--- config.mk ---
export PLATFORM = sky130hd
export DESIGN_NAME = neoIoTop
export DESIGN_NICKNAME = d
export VERILOG_FILES = /design/src/neoIoPkg.sv /design/src/ioRegIf.sv /design/src/coinLockout.sv /design/src/ioZoneDecode.sv /design/src/neoIoTop.sv /design/src/outputLatches.sv /design/src/systemLatch.sv
export SDC_FILE = /design/constraint.sdc
export NUM_CORES = 1
export LEC_CHECK = 0
export BUFFER_PORTS_ARGS = -buffer_cell sky130_fd_sc_hd__buf_2
export CORE_AREA = 2 2 76 78
export CTS_CLUSTER_DIAMETER = 100
export DETAILED_ROUTE_END_ITERATION = 10
export DIE_AREA = 0 0 78 80
export PLACE_DENSITY = 0.78
export SLEW_MARGIN = 20
export SYNTH_ARGS = -nofsm -noshare
export SYNTH_HDL_FRONTEND = slang
export SYNTH_HIERARCHICAL = 1
export SYNTH_SLANG_ARGS = --single-unit
--- constraint.sdc ---
create_clock -name CLK_68KCLK -period 2.8 [get_ports CLK_68KCLK]
set_clock_uncertainty 0.15 [all_clocks]
set_input_delay 0.14 -clock CLK_68KCLK [delete_from_list [all_inputs] [get_ports CLK_68KCLK]]
set_output_delay 0.14 -clock CLK_68KCLK [all_outputs]
set_load 0.01 [all_outputs]
--- src/neoIoPkg.sv ---
package neoIoPkg;

	// Bus widths
	localparam int ADDR_W = 24;
	localparam int DATA_W = 8;

	// Zone select keeps A21-A17 and the byte lane bit A0
	localparam logic [ADDR_W-1:0] ZONE_MASK = 24'h3E0001;

	// Read zones
	localparam logic [ADDR_W-1:0] P1CNT_ADDR = 24'h300000;
	localparam logic [ADDR_W-1:0] DIPRD0_ADDR = 24'h300001;
	localparam logic [ADDR_W-1:0] P2CNT_ADDR = 24'h340000;
	localparam logic [ADDR_W-1:0] STATUSB_ADDR = 24'h380000;

	// Write zones
	localparam logic [ADDR_W-1:0] BITW0_ADDR = 24'h380001;
	localparam logic [ADDR_W-1:0] BITW1_ADDR = 24'h3A0001;

	// P2CNT ignores A17, so it is mirrored at 0x360000
	localparam logic [ADDR_W-1:0] P2CNT_MASK = 24'h3C0001;

	// A7 picks the test button byte inside DIPRD0
	localparam int DIP_TEST_BIT = 7;

	// Open bus value for anything not mapped here
	localparam logic [DATA_W-1:0] UNMAPPED_DATA = 8'hFF;

	// BITW0 sub-addresses on A6-A4
	localparam logic [2:0] SUB_POUTPUT = 3'd0;
	localparam logic [2:0] SUB_SLOT = 3'd2;
	localparam logic [2:0] SUB_LEDLATCH = 3'd3;
	localparam logic [2:0] SUB_LEDDATA = 3'd4;
	// Counter group when A6-A5 are both set
	localparam logic [1:0] SUB_CNT_GROUP = 2'd3;

	// System latch bit indices, selected by A3-A1
	localparam logic [2:0] LATCH_SHADOW = 3'd0;
	localparam logic [2:0] LATCH_NVEC = 3'd1;
	localparam logic [2:0] LATCH_NCARDWEN = 3'd2;
	localparam logic [2:0] LATCH_CARDWENB = 3'd3;
	localparam logic [2:0] LATCH_NREGEN = 3'd4;
	localparam logic [2:0] LATCH_NSYSTEM = 3'd5;
	localparam logic [2:0] LATCH_SRAMWEN = 3'd6;
	localparam logic [2:0] LATCH_PALBNK = 3'd7;

	// Cartridge slots and serial LED/EL data widths
	localparam int SLOT_COUNT = 6;
	localparam int LED_W = 8;
	localparam int EL_W = 3;

endpackage

--- src/ioRegIf.sv ---
`timescale 1ns/1ps

interface ioRegIf;

	// One-cycle write strobes per zone
	logic bitw0Strobe;
	logic bitw1Strobe;
	// Address bits 6-1, valid with the strobe
	logic [6:1] regAddr;
	logic [neoIoPkg::DATA_W-1:0] regData;

	// Decoder side
	modport decoder (
		output bitw0Strobe,
		output bitw1Strobe,
		output regAddr,
		output regData
	);

	// Write block side
	modport block (
		input bitw0Strobe,
		input bitw1Strobe,
		input regAddr,
		input regData
	);

endinterface

--- src/coinLockout.sv ---
`timescale 1ns/1ps

module coinLockout (
	input logic CLK_68KCLK,
	input logic rst,
	ioRegIf.block regBus,
	output logic counter1,
	output logic counter2,
	output logic lockout1,
	output logic lockout2
);

	logic cntHit;
	logic setVal;

	// Counter group lives at A6-A5 = 3 in BITW0
	assign cntHit = regBus.bitw0Strobe && (regBus.regAddr[6:5] == neoIoPkg::SUB_CNT_GROUP);
	// A4 high sets, low clears
	assign setVal = regBus.regAddr[4];

	always_ff @(posedge CLK_68KCLK) begin
		if (rst) begin
			counter1 <= 1'b0;
			counter2 <= 1'b0;
			lockout1 <= 1'b0;
			lockout2 <= 1'b0;
		end else if (cntHit) begin
			// Target from A2-A1, data bus is not looked at
			case (regBus.regAddr[2:1])
				2'd0: counter1 <= setVal;
				2'd1: counter2 <= setVal;
				2'd2: lockout1 <= setVal;
				default: lockout2 <= setVal;
			endcase
		end
	end

endmodule

--- src/ioZoneDecode.sv ---
`timescale 1ns/1ps

module ioZoneDecode (
	input logic CLK_68KCLK,
	input logic rst,
	input logic busStrobe,
	input logic busWrite,
	input logic [neoIoPkg::ADDR_W-1:0] busAddr,
	input logic [neoIoPkg::DATA_W-1:0] busWdata,
	input logic [9:0] p1In,
	input logic [9:0] p2In,
	input logic [7:0] dipSw,
	input logic testBtn,
	output logic [neoIoPkg::DATA_W-1:0] rdData,
	output logic rdValid,
	ioRegIf.decoder regBus
);

	logic p1Hit;
	logic dipHit;
	logic p2Hit;
	logic statusBHit;
	logic bitw0Hit;
	logic bitw1Hit;
	logic rdStrobe;
	logic [neoIoPkg::DATA_W-1:0] rdSel;

	// Zone matches, all from one masked compare each
	assign p1Hit = (busAddr & neoIoPkg::ZONE_MASK) == neoIoPkg::P1CNT_ADDR;
	assign dipHit = (busAddr & neoIoPkg::ZONE_MASK) == neoIoPkg::DIPRD0_ADDR;
	assign statusBHit = (busAddr & neoIoPkg::ZONE_MASK) == neoIoPkg::STATUSB_ADDR;
	assign bitw0Hit = (busAddr & neoIoPkg::ZONE_MASK) == neoIoPkg::BITW0_ADDR;
	assign bitw1Hit = (busAddr & neoIoPkg::ZONE_MASK) == neoIoPkg::BITW1_ADDR;
	// P2 uses a looser mask
	assign p2Hit = (busAddr & neoIoPkg::P2CNT_MASK) == neoIoPkg::P2CNT_ADDR;

	assign rdStrobe = busStrobe & ~busWrite;

	// Write strobes go out in the sampling cycle
	assign regBus.bitw0Strobe = busStrobe & busWrite & bitw0Hit;
	assign regBus.bitw1Strobe = busStrobe & busWrite & bitw1Hit;
	assign regBus.regAddr = busAddr[6:1];
	assign regBus.regData = busWdata;

	// Read mux
	always_comb begin
		if (p1Hit) begin
			rdSel = p1In[7:0];
		end else if (dipHit) begin
			// Test button byte has only bit 7 live
			if (busAddr[neoIoPkg::DIP_TEST_BIT])
				rdSel = {testBtn, 7'h7F};
			else
				rdSel = dipSw;
		end else if (p2Hit) begin
			rdSel = p2In[7:0];
		end else if (statusBHit) begin
			// Upper joypad bits, unused bits float high
			rdSel = {4'hF, p2In[9:8], p1In[9:8]};
		end else begin
			rdSel = neoIoPkg::UNMAPPED_DATA;
		end
	end

	// Read data is only loaded on a read
	always_ff @(posedge CLK_68KCLK) begin
		if (rdStrobe)
			rdData <= rdSel;
	end

	always_ff @(posedge CLK_68KCLK) begin
		if (rst)
			rdValid <= 1'b0;
		else
			rdValid <= rdStrobe;
	end

endmodule

--- src/neoIoTop.sv ---
`timescale 1ns/1ps

module neoIoTop (
	input logic CLK_68KCLK,
	input logic rst,
	// CPU side byte bus
	input logic busStrobe,
	input logic busWrite,
	input logic [neoIoPkg::ADDR_W-1:0] busAddr,
	input logic [neoIoPkg::DATA_W-1:0] busWdata,
	output logic [neoIoPkg::DATA_W-1:0] rdData,
	output logic rdValid,
	// Cabinet inputs
	input logic [9:0] p1In,
	input logic [9:0] p2In,
	input logic [7:0] dipSw,
	input logic testBtn,
	// Port, slot and LED outputs
	output logic [2:0] p1Out,
	output logic [2:0] p2Out,
	output logic [neoIoPkg::SLOT_COUNT-1:0] slotSel,
	output logic [neoIoPkg::LED_W:0] ledOut1,
	output logic [neoIoPkg::LED_W:0] ledOut2,
	output logic [neoIoPkg::EL_W:0] elOut,
	// Coin mechanics
	output logic counter1,
	output logic counter2,
	output logic lockout1,
	output logic lockout2,
	// System latch flags
	output logic shadow,
	output logic palBank,
	output logic nSystem,
	output logic sramWriteLock,
	output logic cardWriteEnable,
	output logic cardRegEnable,
	output logic [1:0] vecAddrHi
);

	ioRegIf regBus ();

	ioZoneDecode i_ioZoneDecode (
		.CLK_68KCLK(CLK_68KCLK),
		.rst(rst),
		.busStrobe(busStrobe),
		.busWrite(busWrite),
		.busAddr(busAddr),
		.busWdata(busWdata),
		.p1In(p1In),
		.p2In(p2In),
		.dipSw(dipSw),
		.testBtn(testBtn),
		.rdData(rdData),
		.rdValid(rdValid),
		.regBus(regBus.decoder)
	);

	outputLatches i_outputLatches (
		.CLK_68KCLK(CLK_68KCLK),
		.rst(rst),
		.regBus(regBus.block),
		.p1Out(p1Out),
		.p2Out(p2Out),
		.slotSel(slotSel),
		.ledOut1(ledOut1),
		.ledOut2(ledOut2),
		.elOut(elOut)
	);

	coinLockout i_coinLockout (
		.CLK_68KCLK(CLK_68KCLK),
		.rst(rst),
		.regBus(regBus.block),
		.counter1(counter1),
		.counter2(counter2),
		.lockout1(lockout1),
		.lockout2(lockout2)
	);

	// Vector swap looks at the raw bus address
	systemLatch i_systemLatch (
		.CLK_68KCLK(CLK_68KCLK),
		.rst(rst),
		.regBus(regBus.block),
		.busAddr(busAddr),
		.shadow(shadow),
		.palBank(palBank),
		.nSystem(nSystem),
		.sramWriteLock(sramWriteLock),
		.cardWriteEnable(cardWriteEnable),
		.cardRegEnable(cardRegEnable),
		.vecAddrHi(vecAddrHi)
	);

endmodule

--- src/outputLatches.sv ---
`timescale 1ns/1ps

module outputLatches (
	input logic CLK_68KCLK,
	input logic rst,
	ioRegIf.block regBus,
	output logic [2:0] p1Out,
	output logic [2:0] p2Out,
	output logic [neoIoPkg::SLOT_COUNT-1:0] slotSel,
	output logic [neoIoPkg::LED_W:0] ledOut1,
	output logic [neoIoPkg::LED_W:0] ledOut2,
	output logic [neoIoPkg::EL_W:0] elOut
);

	logic [2:0] subAddr;
	logic latchWrite;
	logic [neoIoPkg::SLOT_COUNT-1:0] slotNext;
	logic [neoIoPkg::LED_W-1:0] ledData;
	logic elClk;
	logic led1Clk;
	logic led2Clk;

	// Register select is A6-A4 inside BITW0
	assign subAddr = regBus.regAddr[6:4];
	assign latchWrite = regBus.bitw0Strobe && (subAddr == neoIoPkg::SUB_LEDLATCH);

	// One-cold slot select, out of range codes leave every slot off
	always_comb begin
		for (int i = 0; i < neoIoPkg::SLOT_COUNT; i++)
			slotNext[i] = regBus.regData[2:0] != 3'(i);
	end

	always_ff @(posedge CLK_68KCLK) begin
		if (rst) begin
			p1Out <= '0;
			p2Out <= '0;
			slotSel <= '1;
		end else if (regBus.bitw0Strobe) begin
			case (subAddr)
				neoIoPkg::SUB_POUTPUT: begin
					p1Out <= regBus.regData[2:0];
					p2Out <= regBus.regData[5:3];
				end
				neoIoPkg::SUB_SLOT: slotSel <= slotNext;
				default: ;
			endcase
		end
	end

	// LED serial data
	always_ff @(posedge CLK_68KCLK) begin
		if (regBus.bitw0Strobe && (subAddr == neoIoPkg::SUB_LEDDATA))
			ledData <= regBus.regData;
	end

	// Clock pulses last exactly one cycle after the latch write
	always_ff @(posedge CLK_68KCLK) begin
		if (rst) begin
			elClk <= 1'b0;
			led1Clk <= 1'b0;
			led2Clk <= 1'b0;
		end else begin
			elClk <= latchWrite & regBus.regData[3];
			led1Clk <= latchWrite & regBus.regData[4];
			led2Clk <= latchWrite & regBus.regData[5];
		end
	end

	// Clock on top, data below
	assign elOut = {elClk, ledData[neoIoPkg::EL_W-1:0]};
	assign ledOut1 = {led1Clk, ledData};
	assign ledOut2 = {led2Clk, ledData};

endmodule

--- src/systemLatch.sv ---
`timescale 1ns/1ps

module systemLatch (
	input logic CLK_68KCLK,
	input logic rst,
	ioRegIf.block regBus,
	input logic [neoIoPkg::ADDR_W-1:0] busAddr,
	output logic shadow,
	output logic palBank,
	output logic nSystem,
	output logic sramWriteLock,
	output logic cardWriteEnable,
	output logic cardRegEnable,
	output logic [1:0] vecAddrHi
);

	logic [7:0] latchBits;
	logic vecSwap;

	// Addressable latch: A3-A1 pick the bit, A4 is the value
	always_ff @(posedge CLK_68KCLK) begin
		if (rst)
			latchBits <= '0;
		else if (regBus.bitw1Strobe)
			latchBits[regBus.regAddr[3:1]] <= regBus.regAddr[4];
	end

	assign shadow = latchBits[neoIoPkg::LATCH_SHADOW];
	assign palBank = latchBits[neoIoPkg::LATCH_PALBNK];
	assign nSystem = latchBits[neoIoPkg::LATCH_NSYSTEM];
	assign sramWriteLock = latchBits[neoIoPkg::LATCH_SRAMWEN];
	// Card writes need both enables in agreement
	assign cardWriteEnable = ~latchBits[neoIoPkg::LATCH_NCARDWEN]
		& latchBits[neoIoPkg::LATCH_CARDWENB];
	// Active low latch bit
	assign cardRegEnable = ~latchBits[neoIoPkg::LATCH_NREGEN];

	// Vector table swap between 0x000000 and 0xC00000, first 128 bytes only
	// A23 and A22 must agree so the other two quarters pass untouched
	assign vecSwap = ~latchBits[neoIoPkg::LATCH_NVEC]
		& ~|busAddr[21:7]
		& (busAddr[23] == busAddr[22]);

	assign vecAddrHi = busAddr[23:22] ^ {2{vecSwap}};

endmodule

# ---- After elaboration in Yosys (flattened, before gate mapping)
# Index checks and enable logic that the tools add are counted.
dict set report totals {
  reg_bits 44
  in_bits 65
  output_inout_bits 55
}
dict set report op_classes {
  order_cmp 2
  n_eq_ne 18
  n_mux 8
  bitwise_logic 16
  reduce_logical 16
}
# op n
set op_table {}
lappend op_table {{$mux 8} 4}
lappend op_table {{$eq 6x6->1 const B} 5}
lappend op_table {{$reduce_or 15->1} 1}
lappend op_table {{$reduce_and 2->1} 6}
lappend op_table {{$and 1x1->1} 10}
lappend op_table {{$bwmux 8} 1}
lappend op_table {{$eq 3x2->1 const B} 2}
lappend op_table {{$ne 3x2->1 const B} 2}
lappend op_table {{$ne 3x3->1 const B} 2}
lappend op_table {{$eq 5x5->1 const B} 1}
lappend op_table {{$not 1->1} 5}
lappend op_table {{$eq 2x2->1 const B} 2}
lappend op_table {{$logic_and 1x1->1} 4}
lappend op_table {{$lt 3x4->1 const B} 1}
lappend op_table {{$mux 4} 1}
lappend op_table {{$demux 1 s3} 1}
lappend op_table {{$eq 3x3->1 const B} 1}
lappend op_table {{$ge 3x1->1 const B} 1}
lappend op_table {{$logic_not 3->1} 1}
lappend op_table {{$ne 3x1->1 const B} 1}
lappend op_table {{$reduce_bool 3->1} 1}
lappend op_table {{$reduce_or 3->1} 1}
lappend op_table {{$eq 2x1->1 const B} 1}
lappend op_table {{$logic_not 2->1} 1}
lappend op_table {{other kinds (4)} 4}

# ---- Depth between registers and ports, before layout
dict set report depth {
  depth_word 5
  ltp_mapped 7
  depth_no_buf 7
}

# ---- Cells and area by module
# Netlist, hierarchy kept.
# mod instances cells_each area_per_inst_um2
set by_module_without_submodules {}
lappend by_module_without_submodules {outputLatches 1 84 1009.7}
lappend by_module_without_submodules {ioZoneDecode 1 83 738.2}
lappend by_module_without_submodules {systemLatch 1 44 441.7}
lappend by_module_without_submodules {coinLockout 1 19 192.7}

# ---- Least setup slack after synthesis
# No wires, ideal clock.
dict set report synth_path {
  path_kind {input -> register}
  from {input port busAddr[0] (netlist bit)}
  to {register i_outputLatches/ledData[0] (netlist bit), enable pin}
  setup_time_ns 0.383
  arrival_time_ns 1.540
  slack_ns 0.727
  path_stages 5
  n_path_buf 1
  path_cell_list {clkbuf_1 > nand3_1 > nor3_1 > nand2_1 > nor3_1}
}
dict set report synth_between {
  elab_chain_cells 3
}
# item line_no
set synth_lines {}
lappend synth_lines {{from (decl)} neoIoTop.sv:9} ;# input logic [neoIoPkg::ADDR_W-1:0] busAddr,
lappend synth_lines {{$eq 6x6->1} ioZoneDecode.sv:32} ;# assign bitw0Hit = (busAddr & neoIoPkg::ZONE_MASK) == neoIoPkg::BITW0_ADDR;
lappend synth_lines {{$and 1x1->1} ioZoneDecode.sv:40} ;# assign regBus.bitw0Strobe = busStrobe & busWrite & bitw0Hit;
lappend synth_lines {{named net regBus.bitw0Strobe} ioRegIf.sv:6} ;# logic bitw0Strobe;
lappend synth_lines {{$logic_and 1x1->1} outputLatches.sv:52} ;# if (regBus.bitw0Strobe && (subAddr == neoIoPkg::SUB_LEDDATA))
lappend synth_lines {{to (signal assigned)} outputLatches.sv:53} ;# ledData <= regBus.regData;
lappend synth_lines {{to (decl)} outputLatches.sv:18} ;# logic [neoIoPkg::LED_W-1:0] ledData;
# The timed path passes the listed nets, and every way through them passes these cells.
# A chain may end at the register's enable or synchronous reset.

# ---- Worst setup path after layout
dict set report layout_path {
  from {input port busAddr[21] (netlist bit)}
  to {register i_outputLatches.p2Out[2]}
}
dict set report layout_between {
  elab_chain_cells 3
}
# item line_no
set layout_lines {}
lappend layout_lines {{$eq 6x6->1} ioZoneDecode.sv:32}
lappend layout_lines {{$and 1x1->1} ioZoneDecode.sv:40}
lappend layout_lines {{named net regBus.bitw0Strobe} ioRegIf.sv:6}
lappend layout_lines {{$reduce_and 2->1 (no source line)} -}
lappend layout_lines {{to (signal assigned)} outputLatches.sv:42} ;# p2Out <= regBus.regData[5:3];
lappend layout_lines {{to (decl)} outputLatches.sv:8} ;# output logic [2:0] p2Out,
# The timed path passes the listed nets, and every way through them passes these cells.

==> flow_summary.ini <==
[cells_and_area]
area_growth_pct = 26.7
stdcell_count = 402
drive_gt1_frac = 0.412
fin_nets = 394
n_antenna_cell = 0

[place]
routabilityCongestion = 0.878
post-place-cells = 383
numPortBuffers = 119
dp_hpwl_um = 4030

[pwr]
p_seq_frac = 0.546
internal_power_w = 0.000942
max-vdd-ir-drop_uv = 212
leakagePower_nw = 1.34
p_clk_frac = 0.333
p_switching_w = 0.000285
p_per_area_nw_per_um2 = 406
swShare = 0.232
p_comb_frac = 0.120

[synth]
synth_commonest_cells = 28 x buf_4, 28 x dfxtp_1, 26 x mux2i_1, 17 x nand2b_1, 17 x nor2_1
yosysSeqAreaShare = 0.437
postSynthAreaPerCell_um2 = 10.4
synth-seq-cells = 44
syn_area_um2 = 2380
synth_area_leader_cell = dfxtp_1
ys_warn_count = 6
synth-edff-count = 16
synthArstFlopShare = 0
synthCells = 230
synth_area_leaders = dfxtp_1 24%, edfxtp_1 20%, mux2i_1 11%
synth.distinct_cells = 39
synth_nets = 295
synth_top_area_frac = 0.235
synthFlopType = dfxtp_1

[floorplan]
chipWidth_um = 78
design.core.area_um2 = 5410
die_height_um = 80
dieArea_um2 = 6240
io_pins = 120
start_util = 0.441
rows = 27

[cts]
cts_tree = yes
path_clk_slew_ps = 90
cts_buffers = 5
postCtsSetupRepairBufs = 0
cts_root_buf = clkbuf_8
clockBufferDepth = 2
h-tree-depth = 2
clock_latency_ps = 290
clkSinkCount = 44

[detailed_routing]
via_per_inst = 4.96
dr.pass1.iters = 4
wl_met2_um = 2760
drtIter0Drc = 64
wl_um = 5340
highest_layer = met4
post_drt_wl_per_cell_um = 13.3
drt-met1-wl_um = 2320
vias = 1992
drcViolationCount = 0
final_antenna_net_count = 0
wl_met3_um = 214

[global_routing]
grt_pass1_wl_um = 8560
grt_max_degree = 42
grt_antenna_before_repair = 0
grt.total_usage = 0.169
grt.overflow.total = 0
grt_pass1_vias = 1881

[timing]
relSlewSlack = 0.442
setup-violations-final = 0
hold_viol = 0
grt_setup_unrepaired = false
clock.fmax_mhz = 533
fin_crit_ps = 1880
timing.setup.tns_ps = 0
tightest_slew_ps = 835
drv_slew = 0
timing.final.crit_share = 0.671

[critical_path]
cp_data_arrival_time_ps = 1950
crit_fanout = 6
endpoint_kind = flip-flop
path_class = input pin to flip-flop
start_kind = input pin
required_ps = 2870

[job]
cap_violations = 0

[min_path]
hold_path_class = input pin to flip-flop

[run_status]
status = finished clean
## layout make-up
cell class | count | area (um^2)
clock buffer | 6 | 82.6
clock inverter | 2 | 13.8
fill | 492 | 2390
inverter | 3 | 11.3
multi-input combinational | 144 | 1070
sequential | 44 | 1040
tap | 72 | 90.1
timing repair buffer | 131 | 713
## metal layers
| metal | vias up | track usage |
|---|---|---|
| li1 | 1013 | - |
| met1 | 918 | 0.197 |
| met2 | 55 | 0.311 |
| met3 | 6 | 0.0351 |
| met4 | 0 | 0.0526 |
| met5 | - | 0 |
## cells in the final DEF, fill, tap and decap left out, drive strengths merged, types with 2 or more instances in the layout
master | synthesis | routed
clkbuf | 5 | 6
edfxtp | 16 | 16
nor3b | 2 | 2
nor3 | 7 | 7
nand2 | 8 | 8
nor4b | 5 | 5
nand3b | 2 | 2
inv | 3 | 4
dlygate4sd3 | 0 | 11
and2 | 4 | 4
nor4bb | 5 | 5
mux2i | 26 | 26
o221ai | 8 | 8
nand2b | 17 | 17
or4 | 3 | 3
o21ai | 4 | 4
nor4 | 6 | 6
and4bb | 3 | 3
o22ai | 4 | 4
a21o | 3 | 3
a2bb2oi | 3 | 3
nor2 | 17 | 17
nand4b | 3 | 3
buf | 34 | 120
nand4 | 2 | 2
nor2b | 4 | 4
nand3 | 3 | 3
dfxtp | 28 | 28
## metrics by stage
stage,util,instance area (um^2),setup slack (ps),power [W],hold slack (ps)
6_report,0.559,3020,922,0.00123,47.3
5_1_grt,0.559,3020,761,0.00128,51.0
4_1_cts,0.559,3020,915,0.00124,39.6
3_5_place_dp,0.520,2810,608,0.000820,169
3_3_place_gp,0.520,2810,733,0.000817,168
2_1_floorplan,-,2380,727,0.000766,61.6
## critical path, stage by stage
cell and delay (ps):
buf_2 90, nand2_1 100, nor2_1 120, nand3_1 100, nor3_1 500, nor4b_4 640, mux2i_1 260
## power groups by stage
stage               combinational [W]  clock (W)  sequential, W
floorplan                   0.0000766          0       0.000690
global placement             0.000132          0       0.000685
detailed placement           0.000135          0       0.000685
CTS                          0.000147   0.000419       0.000670
global route                 0.000161   0.000451       0.000671
finish                       0.000148   0.000409       0.000670
## final timing paths
path / from / to / slack, ps / cells past startpoint
max: busAddr[21] / i_outputLatches/p2Out[2] / 920 / 7
min: p2In[7] / i_ioZoneDecode/rdData[7] / 50 / 3
max reg2reg: i_outputLatches/slotSel[5] / i_outputLatches/slotSel[5] / 2010 / 2
min reg2reg: i_coinLockout/counter1 / i_coinLockout/counter1 / 330 / 2
## sequential cells by signal (all words and copies together) (netlist names), 3 cells and up
| signal | cells |
|---|---|
| i_systemLatch/latchBits | 8 |
| i_outputLatches/p2Out | 3 |
| i_ioZoneDecode/rdData | 8 |
| i_outputLatches/ledData | 8 |
| i_outputLatches/p1Out | 3 |
| i_outputLatches/slotSel | 6 |
## timing repair
item                                   in CTS  in global routing
hold buffers                               11                  0
gates resized for setup                     0                  0
endpoints found under the hold margin      16                  0
## cell families (layout without fill, tap and decap cells)
family	after synthesis	after routing	synth area share
AOI/OAI and AO/OA	23	23	0.0709
buffers and inverters	42	142	0.115
DFF	44	44	0.437
muxes	27	27	0.114
and+or+nand+nor	94	94	0.263
Note: power is estimated with default switching activity, not from simulation.
